`src/u2_ctrl_config.svh`:
```
/* Control plane configuration for the motherboard core
   Settings bus addresses, readback word indices and the default tick rate */

`ifndef U2_CTRL_CONFIG_SVH
`define U2_CTRL_CONFIG_SVH

// Board control registers on the settings bus
`define SR_CLK      0
`define SR_SER      1
`define SR_ADC      2
`define SR_LED      3
`define SR_PHY      4
`define SR_LED_SRC  8

// VITA time block, three words from the base
// Base+0 seconds, base+1 ticks, base+2 arms the load (bit 0 = immediate)
`define SR_TIME64   192

// Readback word indices
`define RB_SECS     0
`define RB_TICKS    1
`define RB_MODE     9
`define RB_CYCLES   15

// Tick rate of dsp_clk
`define TICKS_PER_SEC 100000000

`endif
```
`src/hw/u2_ctrl_pkg.sv`:
```
/* Shared types of the control plane
   Settings bus words, board control words, LED and VITA time formats */

`default_nettype none

package u2_ctrl_pkg;

   typedef logic [7:0]  set_addr_t;
   typedef logic [31:0] set_data_t;

   // Clock generator lines, from data bits 4..0
   typedef struct packed {
      logic       ready;
      logic [1:0] en;
      logic [1:0] sel;
   } clock_ctrl_t;

   typedef struct packed {
      logic enable;
      logic prbsen;
      logic loopen;
      logic rx_en;
   } serdes_ctrl_t;

   typedef struct packed {
      logic oe_a;
      logic on_a;
      logic oe_b;
      logic on_b;
   } adc_ctrl_t;

   typedef logic [7:0] led_t;

   // Seconds in the upper word, ticks in the lower
   typedef struct packed {
      logic [31:0] secs;
      logic [31:0] ticks;
   } time64_t;

   typedef logic [3:0]  rb_addr_t;
   typedef logic [31:0] rb_data_t;

endpackage

`default_nettype wire

```
`src/hw/u2_ctrl_top.sv`:
```
/* Motherboard control plane top level
   Settings registers, VITA time and status readback on dsp_clk */

`timescale 1ns/1ps
`default_nettype none

`include "u2_ctrl_config.svh"

module u2_ctrl_top
   import u2_ctrl_pkg::*;
#(
   parameter int unsigned ticks_per_sec = `TICKS_PER_SEC
) (
   input  wire logic       dsp_clk,
   input  wire logic       wb_rst,

   // Settings bus
   input  wire logic       set_stb_i,
   input  wire set_addr_t  set_addr_i,
   input  wire set_data_t  set_data_i,

   // Board status
   input  wire logic       pps_i,
   input  wire logic       clk_status_i,
   input  wire logic       serdes_link_up_i,
   input  wire logic       sim_mode_i,
   input  wire logic [3:0] clock_divider_i,

   // Readback
   input  wire logic       rb_stb_i,
   input  wire rb_addr_t   rb_addr_i,

   // Board control
   output clock_ctrl_t     clock_ctrl_o,
   output serdes_ctrl_t    serdes_ctrl_o,
   output adc_ctrl_t       adc_ctrl_o,
   output logic            phy_resetn_o,
   output led_t            leds_o,

   output time64_t         time_o,
   output rb_data_t        rb_data_o,
   output logic            rb_ack_o
);

   control_regs u_control_regs (
      .clk_i            (dsp_clk),
      .rst_i            (wb_rst),
      .set_stb_i        (set_stb_i),
      .set_addr_i       (set_addr_i),
      .set_data_i       (set_data_i),
      .clk_status_i     (clk_status_i),
      .serdes_link_up_i (serdes_link_up_i),
      .clock_ctrl_o     (clock_ctrl_o),
      .serdes_ctrl_o    (serdes_ctrl_o),
      .adc_ctrl_o       (adc_ctrl_o),
      .phy_resetn_o     (phy_resetn_o),
      .leds_o           (leds_o)
   );

   vita_time #(
      .ticks_per_sec (ticks_per_sec)
   ) u_vita_time (
      .clk_i      (dsp_clk),
      .rst_i      (wb_rst),
      .set_stb_i  (set_stb_i),
      .set_addr_i (set_addr_i),
      .set_data_i (set_data_i),
      .pps_i      (pps_i),
      .time_o     (time_o)
   );

   // Readback sees the same time as the output port
   status_readback u_status_readback (
      .clk_i           (dsp_clk),
      .rst_i           (wb_rst),
      .rb_stb_i        (rb_stb_i),
      .rb_addr_i       (rb_addr_i),
      .time_i          (time_o),
      .sim_mode_i      (sim_mode_i),
      .clock_divider_i (clock_divider_i),
      .rb_data_o       (rb_data_o),
      .rb_ack_o        (rb_ack_o)
   );

endmodule

`default_nettype wire

```
`src/hw/status_readback.sv`:
```
/* Status readback port
   Returns time, mode word and cycle count one cycle after a strobe */

`timescale 1ns/1ps
`default_nettype none

`include "u2_ctrl_config.svh"

module status_readback
   import u2_ctrl_pkg::*;
(
   input  wire logic       clk_i,
   input  wire logic       rst_i,
   input  wire logic       rb_stb_i,
   input  wire rb_addr_t   rb_addr_i,
   input  wire time64_t    time_i,
   input  wire logic       sim_mode_i,
   input  wire logic [3:0] clock_divider_i,
   output rb_data_t        rb_data_o,
   output logic            rb_ack_o
);

   logic [31:0] cycle_cnt;
   rb_data_t    rb_word;

   // Free-running cycle counter
   always_ff @(posedge clk_i) begin
      if (rst_i) begin
         cycle_cnt <= '0;
      end else begin
         cycle_cnt <= cycle_cnt + 32'd1;
      end
   end

   ////////////////////////////////////////////////////////////
   // Word select

   always_comb begin
      case (rb_addr_i)
         rb_addr_t'(`RB_SECS):   rb_word = time_i.secs;
         rb_addr_t'(`RB_TICKS):  rb_word = time_i.ticks;
         rb_addr_t'(`RB_MODE):   rb_word = {sim_mode_i, 27'b0, clock_divider_i};
         rb_addr_t'(`RB_CYCLES): rb_word = cycle_cnt;
         default:                rb_word = '0;
      endcase
   end

   // Data is zero whenever no acknowledge is pending
   always_ff @(posedge clk_i) begin
      if (rst_i) begin
         rb_ack_o  <= 1'b0;
         rb_data_o <= '0;
      end else begin
         rb_ack_o  <= rb_stb_i;
         rb_data_o <= rb_stb_i ? rb_word : '0;
      end
   end

   // Back-to-back acks need a strobe behind each one
   a_ack_needs_stb: assert property (@(posedge clk_i) disable iff (rst_i)
      (rb_ack_o && $past(rb_ack_o)) |-> ($past(rb_stb_i) && $past(rb_stb_i, 2)));

endmodule

`default_nettype wire

```
`src/hw/vita_time.sv`:
```
/* VITA 64-bit time counter
   Seconds and ticks, loaded at once or on the next PPS rising edge */

`timescale 1ns/1ps
`default_nettype none

`include "u2_ctrl_config.svh"

module vita_time
   import u2_ctrl_pkg::*;
#(
   parameter int unsigned ticks_per_sec = `TICKS_PER_SEC
) (
   input  wire logic      clk_i,
   input  wire logic      rst_i,
   input  wire logic      set_stb_i,
   input  wire set_addr_t set_addr_i,
   input  wire set_data_t set_data_i,
   input  wire logic      pps_i,
   output time64_t        time_o
);

   localparam logic [31:0] last_tick = 32'(ticks_per_sec - 1);

   logic [31:0] secs_q;
   logic [31:0] ticks_q;
   logic        mode_imm;
   logic        mode_wr;
   logic [2:0]  pps_sr;
   logic        pps_rise;
   logic        armed;
   logic        load_now;

   ////////////////////////////////////////////////////////////
   // Time settings, three consecutive words

   setting_reg #(
      .my_addr   (set_addr_t'(`SR_TIME64)),
      .payload_t (logic [31:0])
   ) u_sr_secs (
      .clk_i      (clk_i),
      .rst_i      (rst_i),
      .set_stb_i  (set_stb_i),
      .set_addr_i (set_addr_i),
      .set_data_i (set_data_i),
      .out_o      (secs_q),
      .changed_o  ()
   );

   setting_reg #(
      .my_addr   (set_addr_t'(`SR_TIME64 + 1)),
      .payload_t (logic [31:0])
   ) u_sr_ticks (
      .clk_i      (clk_i),
      .rst_i      (rst_i),
      .set_stb_i  (set_stb_i),
      .set_addr_i (set_addr_i),
      .set_data_i (set_data_i),
      .out_o      (ticks_q),
      .changed_o  ()
   );

   // Writing the mode word arms the load
   setting_reg #(
      .my_addr   (set_addr_t'(`SR_TIME64 + 2)),
      .payload_t (logic)
   ) u_sr_mode (
      .clk_i      (clk_i),
      .rst_i      (rst_i),
      .set_stb_i  (set_stb_i),
      .set_addr_i (set_addr_i),
      .set_data_i (set_data_i),
      .out_o      (mode_imm),
      .changed_o  (mode_wr)
   );

   ////////////////////////////////////////////////////////////
   // PPS synchronizer and rising edge

   always_ff @(posedge clk_i) begin
      if (rst_i) begin
         pps_sr <= '0;
      end else begin
         pps_sr <= {pps_sr[1:0], pps_i};
      end
   end

   assign pps_rise = pps_sr[1] & ~pps_sr[2];
   assign load_now = armed & (mode_imm | pps_rise);

   // A new mode write re-arms even in the load cycle
   always_ff @(posedge clk_i) begin
      if (rst_i) begin
         armed <= 1'b0;
      end else if (mode_wr) begin
         armed <= 1'b1;
      end else if (load_now) begin
         armed <= 1'b0;
      end
   end

   ////////////////////////////////////////////////////////////
   // Counter

   always_ff @(posedge clk_i) begin
      if (rst_i) begin
         time_o <= '0;
      end else if (load_now) begin
         time_o <= {secs_q, ticks_q};
      end else if (time_o.ticks == last_tick) begin
         time_o.ticks <= '0;
         time_o.secs  <= time_o.secs + 32'd1;
      end else begin
         time_o.ticks <= time_o.ticks + 32'd1;
      end
   end

   // Ticks stay below the rate, loaded values included
   a_ticks_range: assert property (@(posedge clk_i) disable iff (rst_i)
      time_o.ticks <= last_tick);

endmodule

`default_nettype wire

```
`src/hw/control_regs.sv`:
```
/* Board control registers
   Clock generator, SERDES, ADC and PHY reset lines plus the LED source mux */

`timescale 1ns/1ps
`default_nettype none

`include "u2_ctrl_config.svh"

module control_regs
   import u2_ctrl_pkg::*;
(
   input  wire logic      clk_i,
   input  wire logic      rst_i,
   input  wire logic      set_stb_i,
   input  wire set_addr_t set_addr_i,
   input  wire set_data_t set_data_i,
   input  wire logic      clk_status_i,
   input  wire logic      serdes_link_up_i,
   output clock_ctrl_t    clock_ctrl_o,
   output serdes_ctrl_t   serdes_ctrl_o,
   output adc_ctrl_t      adc_ctrl_o,
   output logic           phy_resetn_o,
   output led_t           leds_o
);

   logic phy_reset;
   led_t led_sw;
   led_t led_src;
   led_t led_hw;

   ////////////////////////////////////////////////////////////
   // Control line registers

   setting_reg #(
      .my_addr   (set_addr_t'(`SR_CLK)),
      .payload_t (clock_ctrl_t)
   ) u_sr_clk (
      .clk_i      (clk_i),
      .rst_i      (rst_i),
      .set_stb_i  (set_stb_i),
      .set_addr_i (set_addr_i),
      .set_data_i (set_data_i),
      .out_o      (clock_ctrl_o),
      .changed_o  ()
   );

   setting_reg #(
      .my_addr   (set_addr_t'(`SR_SER)),
      .payload_t (serdes_ctrl_t)
   ) u_sr_ser (
      .clk_i      (clk_i),
      .rst_i      (rst_i),
      .set_stb_i  (set_stb_i),
      .set_addr_i (set_addr_i),
      .set_data_i (set_data_i),
      .out_o      (serdes_ctrl_o),
      .changed_o  ()
   );

   setting_reg #(
      .my_addr   (set_addr_t'(`SR_ADC)),
      .payload_t (adc_ctrl_t)
   ) u_sr_adc (
      .clk_i      (clk_i),
      .rst_i      (rst_i),
      .set_stb_i  (set_stb_i),
      .set_addr_i (set_addr_i),
      .set_data_i (set_data_i),
      .out_o      (adc_ctrl_o),
      .changed_o  ()
   );

   // PHY held in reset while bit 0 is set
   setting_reg #(
      .my_addr   (set_addr_t'(`SR_PHY)),
      .payload_t (logic)
   ) u_sr_phy (
      .clk_i      (clk_i),
      .rst_i      (rst_i),
      .set_stb_i  (set_stb_i),
      .set_addr_i (set_addr_i),
      .set_data_i (set_data_i),
      .out_o      (phy_reset),
      .changed_o  ()
   );

   assign phy_resetn_o = ~phy_reset;

   ////////////////////////////////////////////////////////////
   // LEDs, source bit 1 selects hardware status

   setting_reg #(
      .my_addr   (set_addr_t'(`SR_LED)),
      .payload_t (led_t)
   ) u_sr_led (
      .clk_i      (clk_i),
      .rst_i      (rst_i),
      .set_stb_i  (set_stb_i),
      .set_addr_i (set_addr_i),
      .set_data_i (set_data_i),
      .out_o      (led_sw),
      .changed_o  ()
   );

   setting_reg #(
      .my_addr   (set_addr_t'(`SR_LED_SRC)),
      .payload_t (led_t)
   ) u_sr_led_src (
      .clk_i      (clk_i),
      .rst_i      (rst_i),
      .set_stb_i  (set_stb_i),
      .set_addr_i (set_addr_i),
      .set_data_i (set_data_i),
      .out_o      (led_src),
      .changed_o  ()
   );

   assign led_hw = {6'b0, clk_status_i, serdes_link_up_i};
   assign leds_o = (led_src & led_hw) | (~led_src & led_sw);

endmodule

`default_nettype wire

```
`src/hw/setting_reg.sv`:
```
/* Single settings bus register
   Latches the low bits of a write to its address and pulses changed */

`timescale 1ns/1ps
`default_nettype none

module setting_reg
   import u2_ctrl_pkg::*;
#(
   parameter set_addr_t my_addr = '0,
   parameter type payload_t = logic [31:0]
) (
   input  wire logic      clk_i,
   input  wire logic      rst_i,
   input  wire logic      set_stb_i,
   input  wire set_addr_t set_addr_i,
   input  wire set_data_t set_data_i,
   output payload_t       out_o,
   output logic           changed_o
);

   logic hit;

   assign hit = set_stb_i && (set_addr_i == my_addr);

   always_ff @(posedge clk_i) begin
      if (rst_i) begin
         out_o     <= payload_t'('0);
         changed_o <= 1'b0;
      end else begin
         changed_o <= hit;
         if (hit) begin
            out_o <= payload_t'(set_data_i[$bits(payload_t)-1:0]);
         end
      end
   end

   // Every changed pulse traces back to a write of this address
   a_changed_src: assert property (@(posedge clk_i) disable iff (rst_i)
      changed_o |-> $past(set_stb_i && (set_addr_i == my_addr)));

endmodule

`default_nettype wire

```
`config.mk`:
```
export PLATFORM = sky130hd
export DESIGN_NAME = u2_ctrl_top
export DESIGN_NICKNAME = d
export VERILOG_FILES = /design/src/hw/u2_ctrl_pkg.sv /design/src/hw/u2_ctrl_top.sv /design/src/hw/status_readback.sv /design/src/hw/vita_time.sv /design/src/hw/control_regs.sv /design/src/hw/setting_reg.sv
export VERILOG_INCLUDE_DIRS = /design/src
export SDC_FILE = /design/constraint.sdc
export NUM_CORES = 1
export LEC_CHECK = 0
export ABC_AREA = 0
export BUFFER_PORTS_ARGS = -buffer_cell sky130_fd_sc_hd__buf_2
export CORE_MARGIN = 5
export CORE_UTILIZATION = 25
export CTS_CLUSTER_SIZE = 28
export DETAILED_ROUTE_END_ITERATION = 12
export GPL_ROUTABILITY_DRIVEN = 0
export PLACE_DENSITY = 0.47
export SETUP_SLACK_MARGIN = 0.15
export SKIP_LAST_GASP = 1
export SLEW_MARGIN = 20
export SYNTH_ARGS = -nofsm -noshare
export SYNTH_HDL_FRONTEND = slang
export SYNTH_SLANG_ARGS = --single-unit
export TNS_END_PERCENT = 100
```
`constraint.sdc`:
```
create_clock -name dsp_clk -period 3.35 [get_ports dsp_clk]
set_input_delay 0.67 -clock dsp_clk [delete_from_list [all_inputs] [get_ports dsp_clk]]
set_output_delay 0.67 -clock dsp_clk [all_outputs]
set_load 0.01 [all_outputs]
```
Word-level counts from Yosys, hierarchy flattened
Index checks and enable logic that the tools add are counted.
Widths: inputs -> output; s select.
{ "totals": {"output_inout_bits": 119, "regBits": 229} }
{ "classes": {"n_addsub": 3, "reduce_logical": 14, "mux": 6, "eq_ne": 12, "bitwise_logic": 10} }
{ "ops": {"columns": ["cell", "n"], "rows": [
  ["$pmux 32 s4", 1],
  ["$add 32x1->32 const B", 3],
  ["$mux 32", 2],
  ["$mux 64", 1],
  ["$eq 32x27->1 const B", 1],
  ["$eq 8x8->1 const B", 3],
  ["$eq 8x2->1 const B", 2],
  ["$logic_and 1x1->1", 9],
  ["$and 8x2->8", 1],
  ["$and 8x8->8", 1],
  ["$eq 4x4->1 const B", 2],
  ["$eq 8x1->1 const B", 1],
  ["$eq 8x3->1 const B", 1],
  ["$eq 8x4->1 const B", 1],
  ["$logic_not 8->1", 1],
  ["$not 8->8", 1],
  ["$or 8x8->8", 1],
  ["$eq 4x1->1 const B", 1],
  ["$logic_not 4->1", 1],
  ["$reduce_bool 2->1", 2],
  ["$not 1->1", 3],
  ["$and 1x1->1", 2],
  ["$mux 1", 2],
  ["$reduce_or 2->1", 1],
  ["$or 1x1->1", 1]
]} }

Depth between registers and ports, before layout
{ "depth": {"word_depth": 6, "ltp_mapped": 9} }

Cells and area by module
From an unflattened synthesis, not the netlist that was laid out.
{ "unflattened": {"cells_unflattened": 1273, "area_unflattened_um2": 11582.4} }
{ "by_module_without_submodules": {"columns": ["module", "cells_each", "n_inst", "seq_area_each_um2", "area_per_inst_um2"], "rows": [
  ["vita_time", 493, 1, 1361.3, 3844.9],
  ["status_readback", 321, 1, 1301.2, 2890.3],
  ["setting_reg at u_vita_time.u_sr_secs", 143, 1, 660.6, 1495.2],
  ["setting_reg at u_vita_time.u_sr_ticks", 143, 1, 660.6, 1492.7],
  ["setting_reg at u_control_regs.u_sr_adc ...", 21, 2, 100.1, 240.2],
  ["setting_reg at u_control_regs.u_sr_led", 39, 1, 180.2, 412.9],
  ["setting_reg at u_control_regs.u_sr_led_src", 39, 1, 180.2, 406.6],
  ["setting_reg at u_control_regs.u_sr_clk", 26, 1, 120.1, 284.0],
  ["setting_reg at u_vita_time.u_sr_mode", 9, 1, 40.0, 110.1],
  ["setting_reg at u_control_regs.u_sr_phy", 9, 1, 40.0, 93.8],
  ["control_regs", 9, 1, 0.0, 71.3]
]} }

Worst setup path before layout
OpenSTA, ideal clock, no wires.
{ "synth_path": {"path_kind": "register to register", "from": "reg u_vita_time.time_o[0] (netlist name)", "to": "reg u_vita_time.time_o[26] (netlist name)", "stages_incl_launch_ff": 10, "arrival_ns": 2.207, "slack_ns": 1.020, "required_time_ns": 3.226, "cell_sequence": "dfxtp_1 ha_1 nand4_2 or2_1 buf_6 nor4_4 or3_1 buf_2 clkbuf_2 o21ai_0"} }
{ "synth_via": {"elab_chain_len": 3, "elab_cells_between_ends": 4, "classes_between": "1 x add/sub; 1 x eq/ne; 2 x mux"} }
{ "synth_lines": {"columns": ["item", "line", "source"], "rows": [
  ["$add 32x1->32 / $eq 32x27->1 (equally long branches)", "vita_time.sv:114, vita_time.sv:110", null],
  ["$mux 32 *", "vita_time.sv:110", "end else if (time_o.ticks == last_tick) begin"],
  ["$mux 64 *", "vita_time.sv:108", "end else if (load_now) begin"]
]} }
Mark *: on every way between the ends. The rest lies on a longest branch, timed or not.
A chain may end at the register's enable or synchronous reset.

Worst setup path after layout
{ "layout_path": {"from": "reg u_vita_time.time_o[1] (netlist name)", "to": "reg u_vita_time.time_o[20] (netlist name)"} }
{ "layout_via": {"elab_chain_len": 3, "elab_cells_between_ends": 4, "classes_between": "1 x add/sub; 1 x eq/ne; 2 x mux"} }
{ "layout_lines": {"columns": ["item", "line"], "rows": [
  ["$add 32x1->32 / $eq 32x27->1 (equally long branches)", "vita_time.sv:114, vita_time.sv:110"],
  ["$mux 32 *", "vita_time.sv:110"],
  ["$mux 64 *", "vita_time.sv:108"]
]} }
Marked as above.

==> reports/qor.yml <==
status: "finished clean"
first_global_vias: 8090
nets: 1340
timing_worst_slew_pin_value_ns: 0.727
dp_hpwl_um: 23800
synthArstFlopShare_pct: 0
grt_pass1_wl_um: 49000
min_period_over_period_pct: 76.3
crit_arrival_ns: 2.97
rows: 71
yosysTopAreaCell: "dfxtp_1"
initial_utilization_pct: 25.3
max_stage_delay_ns: 0.40
wl_um: 32400
maxSlewViolCount: 0
path_clk_slew_ns: 0.06
max-cap-violations: 0
min_path_cells: 2
drt-initial-drc-count: 594
nFillCells: 4033
synth_top_area_share_pct: 48.2
syn_inst: 1118
synthDistinctLibCells: 43
synthTopCellsByArea: "dfxtp_1, nand2_1, xor2_1, nor2_1, a21oi_1"
syn_area_um2: 9510
grt_overflow: 0
fin_worst_skew_ns: 0.00752
critical-path-slowest-cell: "dfxtp_1"
synth-main-ff-cell: "dfxtp_1"
cts_tree: "yes"
synth-edff-count: 0
cp_common_cell: "buf_4"
cp-end-kind: "register"
portBuffers: 174
power_mw: 6.03
leakage_nw: 4.64
tns_ns: 0
drc: 0
grtUsageMet2_pct: 23.0
syn-num-nets: 1177
cts-htree-levels: 1
regArea_um2: 4580
timing_worst_setup_path_type: "reg2reg"
hold_buffers: 0
grt.busiest_layer: "met2"
period_needed_ns: 2.56
reg2regPathDepth: 8
die_width_um: 205
yosys_warnings: 0
multi_input_area_um2: 4630
cp-start-kind: "register"
grt_util_all_layers_pct: 14.9
synth-seq-cells: 229
wire_per_inst_um: 17.9
cts_setup_buffers: 0
cts_sinks: 229
cts_root_buf: "clkbuf_16"
grt_setup_unrepaired: "false"
drive_above_1_share_pct: 19.8
clockBufferDepth: 3
viasPerCell: 4.67
p_per_area_nw_per_um2: 506
io_pins: 175
gr-usage-met1_pct: 21.0
syn_avg_cell_area_um2: 8.51
grt_max_degree: 75
grt_antenna_before_repair: 7
vias: 8458
cts_buffers: 27
slew_headroom_pct: 51.1
met3_usage_pct: 3.18
dr.pass1.iters: 5
hold_viol_final: 0
hp-class: "in2reg"
ant_nets: 0
ys_seq_area_share_pct: 48.2
clk_latency_ns: 0.54
area_delta_synth_final_pct: 25.4
dieArea_um2: 42100
worst_slack_ns: 0.794
die_h_um: 205
worst-path-max-fanout: 24
crit_path_cell_trace: "ha_1 -> nand4_2 -> or2_1 -> nor4_4 -> buf_4 -> or3_1 -> buf_4 -> o21ai_0"
whs_ns: 0.354
max_freq_mhz: 391
cp.required_ns: 3.76
coreArea_um2: 37600
cts-resized-gates: 0
setup_viol: 0
ir_drop_uv: 345
post-place-ws_ns: 0.661
-- state kept, by name (all words and copies together), names as in the netlist --
register,flops
u_control_regs.u_sr_adc.out_o,4
u_control_regs.u_sr_clk.out_o,5
u_control_regs.u_sr_led.out_o,8
u_control_regs.u_sr_led_src.out_o,8
u_control_regs.u_sr_phy.out_o,1
u_control_regs.u_sr_ser.out_o,4
u_status_readback.cycle_cnt,32
u_status_readback.rb_ack_o,1
u_status_readback.rb_data_o,32
u_vita_time.armed,1
u_vita_time.pps_sr,3
u_vita_time.time_o,64
u_vita_time.u_sr_mode.changed_o,1
u_vita_time.u_sr_mode.out_o,1
u_vita_time.u_sr_secs.out_o,32
u_vita_time.u_sr_ticks.out_o,32
-- where the power goes --
group          internal [mW]  switching (mW)
Clock                   1.96            1.16
Combinational         0.0565           0.115
Sequential              2.73          0.0112
-- synthesized netlist by cell type, drive strengths merged, types with 22 or more instances --
| library cell | n |
|---|---|
| mux2i | 31 |
| dfxtp | 229 |
| a211oi | 22 |
| nand3 | 33 |
| nand4 | 32 |
| nor2 | 131 |
| clkbuf | 57 |
| a21oi | 78 |
| xor2 | 59 |
| o21ai | 45 |
| nand2 | 216 |
| xnor2 | 23 |
| a222oi | 27 |
-- worst max-delay path: cells and delay by family, from the launching register on --
kind | cells | cell delay [ns]
AND/OR/NAND/NOR | 4 | 1.08
buffers and inverters | 2 | 0.56
flip-flops | 1 | 0.40
adder cells (fa/ha/maj) | 1 | 0.25
AO/OA/AOI/OAI | 1 | 0.14
-- placed cells by master (no fill, tap or decap), types with 3 or more instances in the layout --
cell type	n
o21ai_0	35
bufinv_16	4
a211oi_1	22
nor2_1	130
clkinv_2	3
a22oi_1	5
and2_1	8
o21ai_1	9
and3_1	19
clkbuf_1	5
nand2_1	216
xnor2_1	23
a21oi_1	78
buf_2	173
nor3_1	13
buf_4	27
and4_1	10
or3_1	10
clkbuf_8	8
mux2i_1	31
nand4_1	31
dfxtp_1	229
clkbuf_16	27
a222oi_1	27
xor2_1	59
nor2b_1	14
ha_1	3
nand3_1	31
inv_1	8
nor4_1	4
a311oi_1	4
a22o_1	5
and2_0	4
-- metrics by stage --
step                      cells  cell area (µm²)  util, %
after floorplan            1118             9510        -
after global placement     1763            11000     29.2
after detailed placement   1763            11000     29.2
after CTS                  1811            11900     31.7
after global routing       1811            11900     31.7
final                      1813            11900     31.7
-- routing by layer --
layer	up-vias	wire length [µm]
met4	10	698
met1	3969	15200
li1	4193	-
met2	236	14500
met5	-	56
met3	50	2010
-- layout make-up --
cell class / instances / area share (%)
Timing Repair Buffer: 201 / 9.12
Clock buffer: 40 / 6.74
Antenna cell: 2 / 0.0420
Sequential cell: 229 / 38.4
Tap cell: 511 / 5.36
Multi-Input combinational cell: 814 / 38.8
Inverter: 8 / 0.252
Clock inverter: 8 / 1.21
-- cell families (layout without fill, tap and decap cells) --
family / after synthesis / in the layout / share of synthesized area, %
AO/OA/AOI/OAI: 187 / 187 / 12.4
XOR/XNOR: 82 / 82 / 7.55
adder cells (fa/ha/maj): 3 / 3 / 0.395
buffers and inverters: 75 / 257 / 3.25
flip-flops: 229 / 229 / 48.2
multiplexers: 33 / 33 / 3.50
other: 0 / 2 / 0
AND/OR/NAND/NOR: 509 / 509 / 24.8
-- path summary, 6_finish.rpt --
check | startpoint | to | slack (ns)
max | u_vita_time.time_o[1] | u_vita_time.time_o[20] | 0.79
max reg2reg | u_vita_time.time_o[1] | u_vita_time.time_o[20] | 0.79
min | pps_i | u_vita_time.pps_sr[0] | 0.35
min reg2reg | u_vita_time.u_sr_mode.changed_o | u_vita_time.armed | 0.44
Note: power is estimated with default switching activity, not from simulation.
